==> config.mk <==
export PLATFORM = sky130hd
export DESIGN_NAME = snake_game_top
export DESIGN_NICKNAME = d
export VERILOG_FILES = /design/src/hdl/snake_geom_pkg.sv /design/src/hdl/snake_game_pkg.sv /design/src/hdl/game_ctrl.sv /design/src/hdl/snake_body.sv /design/src/hdl/snake_collision.sv /design/src/hdl/food_placer.sv /design/src/hdl/snake_game_top.sv
export SDC_FILE = /design/constraint.sdc
export NUM_CORES = 2
export LEC_CHECK = 0
export BUFFER_PORTS_ARGS = -buffer_cell sky130_fd_sc_hd__buf_2
export CAP_MARGIN = 20
export CORE_ASPECT_RATIO = 0.7
export CORE_MARGIN = 4
export CORE_UTILIZATION = 60
export DETAILED_ROUTE_END_ITERATION = 12
export PLACE_DENSITY_LB_ADDON = 0.12
export SETUP_SLACK_MARGIN = 0.1
export SLEW_MARGIN = 20
export SYNTH_ARGS = -nofsm -noshare
export SYNTH_HDL_FRONTEND = slang
export SYNTH_HIERARCHICAL = 1
export SYNTH_SLANG_ARGS = --single-unit
==> constraint.sdc <==
create_clock -name clk -period 7.87 [get_ports clk]
set_clock_uncertainty 0.2 [all_clocks]
set_input_delay 0.3935 -clock clk [delete_from_list [all_inputs] [get_ports clk]]
set_output_delay 0.3935 -clock clk [all_outputs]
set_load 0.1 [all_outputs]
==> src/hdl/snake_geom_pkg.sv <==
package snake_geom_pkg;

    ////////////////////////////////////////////////////////////////////
    // Grid geometry
    ////////////////////////////////////////////////////////////////////

    // One grid coordinate in cells, wraps modulo 512
    typedef logic [8:0] coord_t;

    typedef struct packed {
        coord_t x;
        coord_t y;
    } point_t;

    // Opposite directions differ only in bit 0
    typedef enum logic [1:0] {
        DIR_UP    = 2'd0,
        DIR_DOWN  = 2'd1,
        DIR_LEFT  = 2'd2,
        DIR_RIGHT = 2'd3
    } dir_t;

    function automatic dir_t dir_opposite(dir_t d);
        return dir_t'({d[1], ~d[0]});
    endfunction

    // One cell in direction d, y grows downward
    function automatic point_t point_step(point_t p, dir_t d);
        point_t q;
        q = p;
        case (d)
            DIR_UP:    q.y = p.y - coord_t'(1);
            DIR_DOWN:  q.y = p.y + coord_t'(1);
            DIR_LEFT:  q.x = p.x - coord_t'(1);
            default:   q.x = p.x + coord_t'(1);
        endcase
        return q;
    endfunction

endpackage

==> src/hdl/snake_game_pkg.sv <==
package snake_game_pkg;

    ////////////////////////////////////////////////////////////////////
    // Game status
    ////////////////////////////////////////////////////////////////////

    typedef enum logic [1:0] {
        ST_IDLE = 2'd0,
        ST_RUN  = 2'd1,
        ST_OVER = 2'd2
    } game_state_t;

    // Snake length, holds up to 32 segments
    typedef logic [5:0] len_t;

    // Food eaten, saturates at the top
    typedef logic [7:0] score_t;

    localparam score_t SCORE_MAX = '1;

endpackage

==> src/hdl/game_ctrl.sv <==
`timescale 1ns/1ps

module game_ctrl
    import snake_geom_pkg::*;
    import snake_game_pkg::*;
(
    input  logic        clk,
    input  logic        reset,
    input  logic        start,
    input  logic        step,
    input  dir_t        dir_req,
    input  logic        bite,
    input  logic        dead,
    output logic        init,
    output logic        move,
    output dir_t        cur_dir,
    output game_state_t state,
    output score_t      score
);

    game_state_t state_next;
    logic        step_ok;

    assign step_ok = step && (state == ST_RUN);

    ////////////////////////////////////////////////////////////////////
    // Game FSM
    ////////////////////////////////////////////////////////////////////

    // Run begins together with the body and food reload
    always_comb begin
        state_next = state;
        case (state)
            ST_IDLE: if (init) state_next = ST_RUN;
            ST_RUN:  if (dead) state_next = ST_OVER;
            ST_OVER: if (init) state_next = ST_RUN;
            default: state_next = ST_IDLE;
        endcase
    end

    // Start is a level, so init fires once per accepted start
    always_ff @(posedge clk) begin
        if (reset) begin
            state <= ST_IDLE;
            init  <= 1'b0;
            move  <= 1'b0;
        end else begin
            state <= state_next;
            init  <= start && (state != ST_RUN) && !init;
            move  <= step_ok;
        end
    end

    ////////////////////////////////////////////////////////////////////
    // Direction and score
    ////////////////////////////////////////////////////////////////////

    // Latched with the step so the body sees it on move
    always_ff @(posedge clk) begin
        if (reset || init) begin
            cur_dir <= DIR_RIGHT;
        end else if (step_ok && (dir_req != dir_opposite(cur_dir))) begin
            cur_dir <= dir_req;
        end
    end

    always_ff @(posedge clk) begin
        if (reset || init) begin
            score <= '0;
        end else if (bite && (score != SCORE_MAX)) begin
            score <= score + score_t'(1);
        end
    end

endmodule

==> src/hdl/snake_body.sv <==
`timescale 1ns/1ps

module snake_body
    import snake_geom_pkg::*;
    import snake_game_pkg::*;
#(
    parameter int MAX_LEN   = 32,
    parameter int START_LEN = 3,
    parameter int START_X   = 20,
    parameter int START_Y   = 20
) (
    input  logic   clk,
    input  logic   reset,
    input  logic   init,
    input  logic   move,
    input  dir_t   cur_dir,
    input  logic   grow,
    output point_t segs [MAX_LEN],
    output len_t   length,
    output logic   moved
);

    // Bite seen, waiting for the next move
    logic   grow_pend;
    point_t head_next;

    assign head_next = point_step(segs[0], cur_dir);

    ////////////////////////////////////////////////////////////////////
    // Segment shift register
    ////////////////////////////////////////////////////////////////////

    // Start position has the body trailing off to the left
    always_ff @(posedge clk) begin
        if (reset || init) begin
            for (int i = 0; i < MAX_LEN; i++) begin
                segs[i].x <= coord_t'(START_X - i);
                segs[i].y <= coord_t'(START_Y);
            end
        end else if (move) begin
            segs[0] <= head_next;
            for (int i = 1; i < MAX_LEN; i++) begin
                segs[i] <= segs[i-1];
            end
        end
    end

    ////////////////////////////////////////////////////////////////////
    // Length and growth
    ////////////////////////////////////////////////////////////////////

    // The old tail shifts into index length, so growing keeps it
    always_ff @(posedge clk) begin
        if (reset || init) begin
            length    <= len_t'(START_LEN);
            grow_pend <= 1'b0;
        end else begin
            if (grow) begin
                grow_pend <= 1'b1;
            end
            if (move && grow_pend) begin
                grow_pend <= 1'b0;
                if (int'(length) < MAX_LEN) begin
                    length <= length + len_t'(1);
                end
            end
        end
    end

    // Marks the cycle the new head is visible
    always_ff @(posedge clk) begin
        if (reset) begin
            moved <= 1'b0;
        end else begin
            moved <= move;
        end
    end

endmodule

==> src/hdl/snake_collision.sv <==
`timescale 1ns/1ps

module snake_collision
    import snake_geom_pkg::*;
    import snake_game_pkg::*;
#(
    parameter int GRID_W  = 500,
    parameter int GRID_H  = 400,
    parameter int MAX_LEN = 32
) (
    input  logic   clk,
    input  logic   reset,
    input  logic   moved,
    input  point_t segs [MAX_LEN],
    input  len_t   length,
    input  point_t food,
    output logic   bite,
    output logic   dead
);

    logic wall_hit;
    logic body_hit;

    // Left and top edges wrap to large values, so one compare per axis
    assign wall_hit = (int'(segs[0].x) >= GRID_W) || (int'(segs[0].y) >= GRID_H);

    // Segments 1 to 3 can never reach the head
    always_comb begin
        body_hit = 1'b0;
        for (int i = 4; i < MAX_LEN; i++) begin
            if ((i < int'(length)) && (segs[i] == segs[0])) begin
                body_hit = 1'b1;
            end
        end
    end

    ////////////////////////////////////////////////////////////////////
    // Registered result, one pulse per move
    ////////////////////////////////////////////////////////////////////

    always_ff @(posedge clk) begin
        if (reset) begin
            bite <= 1'b0;
            dead <= 1'b0;
        end else begin
            bite <= moved && (segs[0] == food);
            dead <= moved && (wall_hit || body_hit);
        end
    end

endmodule

==> src/hdl/food_placer.sv <==
`timescale 1ns/1ps

module food_placer
    import snake_geom_pkg::*;
#(
    parameter int GRID_W  = 500,
    parameter int GRID_H  = 400,
    parameter int FOOD_X0 = 40,
    parameter int FOOD_Y0 = 20
) (
    input  logic   clk,
    input  logic   reset,
    input  logic   init,
    input  logic   bite,
    output point_t food
);

    // Any nonzero value keeps the sequence alive
    localparam logic [31:0] LFSR_SEED = 32'hc3a5_1e6b;

    logic [31:0] lfsr;
    logic        lfsr_fb;
    point_t      food_new;

    ////////////////////////////////////////////////////////////////////
    // Free-running random source
    ////////////////////////////////////////////////////////////////////

    // Taps for x^32 + x^22 + x^2 + x + 1
    assign lfsr_fb = lfsr[31] ^ lfsr[21] ^ lfsr[1] ^ lfsr[0];

    always_ff @(posedge clk) begin
        if (reset) begin
            lfsr <= LFSR_SEED;
        end else begin
            lfsr <= {lfsr[30:0], lfsr_fb};
        end
    end

    // Low half picks the column, high half the row
    assign food_new.x = coord_t'(32'(lfsr[15:0]) % GRID_W);
    assign food_new.y = coord_t'(32'(lfsr[31:16]) % GRID_H);

    always_ff @(posedge clk) begin
        if (reset || init) begin
            food.x <= coord_t'(FOOD_X0);
            food.y <= coord_t'(FOOD_Y0);
        end else if (bite) begin
            food <= food_new;
        end
    end

endmodule

==> src/hdl/snake_game_top.sv <==
`timescale 1ns/1ps

module snake_game_top
    import snake_geom_pkg::*;
    import snake_game_pkg::*;
#(
    parameter int GRID_W    = 500,
    parameter int GRID_H    = 400,
    parameter int MAX_LEN   = 32,
    parameter int START_LEN = 3,
    parameter int START_X   = 20,
    parameter int START_Y   = 20,
    parameter int FOOD_X0   = 40,
    parameter int FOOD_Y0   = 20
) (
    input  logic        clk,
    input  logic        reset,
    input  logic        start,
    input  logic        step,
    input  dir_t        dir_req,
    output point_t      head,
    output point_t      food,
    output len_t        length,
    output score_t      score,
    output game_state_t state,
    output logic        bite,
    output logic        dead
);

    logic   init;
    logic   move;
    logic   moved;
    dir_t   cur_dir;
    point_t segs [MAX_LEN];

    assign head = segs[0];

    game_ctrl u_ctrl (
        .clk     (clk),
        .reset   (reset),
        .start   (start),
        .step    (step),
        .dir_req (dir_req),
        .bite    (bite),
        .dead    (dead),
        .init    (init),
        .move    (move),
        .cur_dir (cur_dir),
        .state   (state),
        .score   (score)
    );

    snake_body #(
        .MAX_LEN   (MAX_LEN),
        .START_LEN (START_LEN),
        .START_X   (START_X),
        .START_Y   (START_Y)
    ) u_body (
        .clk     (clk),
        .reset   (reset),
        .init    (init),
        .move    (move),
        .cur_dir (cur_dir),
        .grow    (bite),
        .segs    (segs),
        .length  (length),
        .moved   (moved)
    );

    // Head checks one cycle after each shift
    snake_collision #(
        .GRID_W  (GRID_W),
        .GRID_H  (GRID_H),
        .MAX_LEN (MAX_LEN)
    ) u_coll (
        .clk    (clk),
        .reset  (reset),
        .moved  (moved),
        .segs   (segs),
        .length (length),
        .food   (food),
        .bite   (bite),
        .dead   (dead)
    );

    food_placer #(
        .GRID_W  (GRID_W),
        .GRID_H  (GRID_H),
        .FOOD_X0 (FOOD_X0),
        .FOOD_Y0 (FOOD_Y0)
    ) u_food (
        .clk   (clk),
        .reset (reset),
        .init  (init),
        .bite  (bite),
        .food  (food)
    );

endmodule

==> reports/results.txt <==
Routed WL = 93900 µm
most frequent cell on the critical path = or3_1
global route total overflow = 0
ys async rst share = 0%
cts bufs inserted = 61
Worst Tran Pin Value = 1170 ps
TritonCTS Sinks = 650
WL per Instance = 21.6 µm
mapped cell area = 33700 µm²
max-cap violations = 0
first-pass GRT wire length = 145000 µm
GRT met2 Usage = 43.3%
Final Worst Setup Slack = 568 ps
drt pass-1 iters = 5
Gate Count Post-Synth = 3622
Top Usage Layer GRT = met1
Worst setup SP type = flip-flop
Initial Util = 60.9%
top cells by area, synth = dfxtp_1 39%, mux2i_1 17%, xnor2_1 9.0%
P_leak = 0.0126 µW
vias in the first global route = 24879
GP Congestion = 0.842
CTS root buffer = clkbuf_16
top cells by count, synth = 650 x dfxtp_1, 588 x mux2i_1, 466 x nor2_1
hold slack = 273 ps
placed insts = 4230
post-CTS setup buffer count = 0
CTS clk-pin slew, worst paths = 70 ps
Data arrival, critical path = 7650 ps
GR Util All Layers = 30.0%
Synth Warn # = 6
Max Slew Vio Count = 0
core area = 55400 µm²
global-route met3 utilization = 5.83%
# rows = 72
most frequent cell after synthesis = dfxtp_1
CP peak stage delay = 570 ps
Unique masters post-synth = 112
Relative slew margins = 21.9%
min cycle time layout = 7300 ps
routed vias = 26522
setup TNS = 0 ps
fin cells = 4348
Fin. Hold Viols = 0
run status = complete, no violations
DRC = 0
RSZ-0062 raised after global routing = false
peak supply drop = 0.179 mV
number of synthesized flops with an enable pin = 0
share of layout cells above drive strength 1 = 8.93%
Skew-Pair Late Insertion Delay = 630 ps
Crit. End Element = flip-flop
Die X = 291 µm
fin crit share = 92.8%
port bufs = 59
antenna-violating nets left = 0
dominant cell type by area after synthesis = dfxtp_1
DP HPWL = 61900 µm
sequential-to-total area share from yosys stat = 38.6%
CP max FO = 9
Cell Pwr Density = 206 nW/µm²
Via density = 6.10
die outline area = 60200 µm²
HP Class = reg2reg
clock tree buffer depth = 3
Die Height = 206 µm
Final setup violation count = 0
post-place setup slack = 586 ps
Final #Nets = 3577
Synth Flop Type = dfxtp_1
IO Pins = 60
Slowest-stage cell, CP = o41ai_2
syn nets = 3641
Syn Area/Cell = 9.32 µm²
Synth top area share = 38.6%
DRT iter0 DRCs = 2735
#FFs+latches synth = 650
Area growth syn-to-layout = 7.57%
CTS tree = done
Crit Path Category = reg2reg
Max Fclk = 0.137 GHz
CP required = 8220 ps
initial antenna violation count = 1
largest net degree at the start of global routing = 209
crit path cell chain = nand4_1 -> nor2_1 -> ha_1 -> nand2b_1 -> o31ai_2 -> o21a_1 -> a2bb2oi_1 -> mux2_2 -> or3_1 -> a2111oi_0 -> nor3b_1 -> a21oi_1 -> a2bb2oi_2 -> o21ai_1 -> o2bb2ai_1 -> o41ai_2 -> xnor2_1 -> a2111oi_4 -> a21oi_2 -> mux2i_1 -> or3_1 -> nand3_1
CTS H-Tree Depth = 2
met1 usage = 46.1%
[stage by stage]
stage | area (µm²) | power [µW] | utilization, %
finish | 36300 | 7490 | 65.5
global route | 36300 | 7760 | 65.5
CTS | 36300 | 7510 | 65.5
detailed placement | 34100 | 4450 | 61.6
global placement | 34100 | 4430 | 61.6
floorplan | 33700 | 4230 | -
[layout by cell type, fill, tap and decap left out, types with 30 or more instances in the layout]
cell,instances
a21oi_1,80
buf_4,39
nor4_1,63
buf_2,59
dfxtp_1,631
o21ai_0,64
nor2_1,465
or2_2,30
clkbuf_16,62
nand2_1,266
mux2i_1,588
nand3_1,42
xnor2_1,348
nor3_1,54
nand4_1,100
xor2_1,219
[metal layers]
layer | wire, µm | vias up | part of all wire [%]
met1 | 46200 | 12991 | 49
li1 | - | 12473 | -
met3 | 7380 | 119 | 7.9
met5 | 0 | - | 0
met4 | 1600 | 0 | 1.7
met2 | 38700 | 939 | 41
[final timing paths]
path               startpoint                to  slack, ps  cells past startpoint
max           u_food/lfsr[11]   u_food/food[13]        570                     22
min          u_body/segs[531]  u_body/segs[513]        270                      2
max reg2reg   u_food/lfsr[11]   u_food/food[13]        570                     22
min reg2reg  u_body/segs[531]  u_body/segs[513]        270                      2
[critical path, delay by kind of cell, from the launching register on]
family,cells,cell delay [ps]
mux,2,600
fa+ha+maj,1,280
simple gates,7,1800
compound gates,11,3680
flops,1,500
xor+xnor,1,190
[cell families after synthesis]
family | count (synthesis) | synth area share, %
flops | 650 | 38.6
mux | 595 | 17.7
simple gates | 1151 | 16.0
compound gates | 375 | 8.19
xor+xnor | 569 | 14.8
buf+inv | 263 | 4.07
fa+ha+maj | 19 | 0.682
[final cells by class]
type	count	area, µm²
diodes	1	2.50
clock buffers	85	1780
clock inverters	27	313
fillers	4567	19100
inverters	27	101
multi-input cells	2709	19400
flip-flops and latches	650	13000
well taps	740	926
repair buffers	109	749
[report_power, final]
part / leakage [µW] / total (µW) / switching (µW) / internal [µW]
clock: 0.00104 / 3080 / 1310 / 1770
combinational: 0.00633 / 1060 / 662 / 393
sequential: 0.00526 / 3350 / 41.8 / 3310
total: 0.0126 / 7490 / 2010 / 5480
[flip-flops by register name, indices dropped and copies added (netlist names), 2 cells and up]
name and cells:
u_body/segs 576, u_food/lfsr 32, u_food/food 18, u_ctrl/score 8, u_body/length 6, u_ctrl/cur_dir 2
u_ctrl/state 2
[timing repair]
| action | in CTS | in global routing |
|---|---|---|
| endpoints found under the setup margin | 0 | 9 |
| endpoints found under the hold margin | 5 | 0 |
| hold buffers | 5 | 0 |
| gates resized for setup | 0 | 2 |
Note: power is estimated with default switching activity, not from simulation.
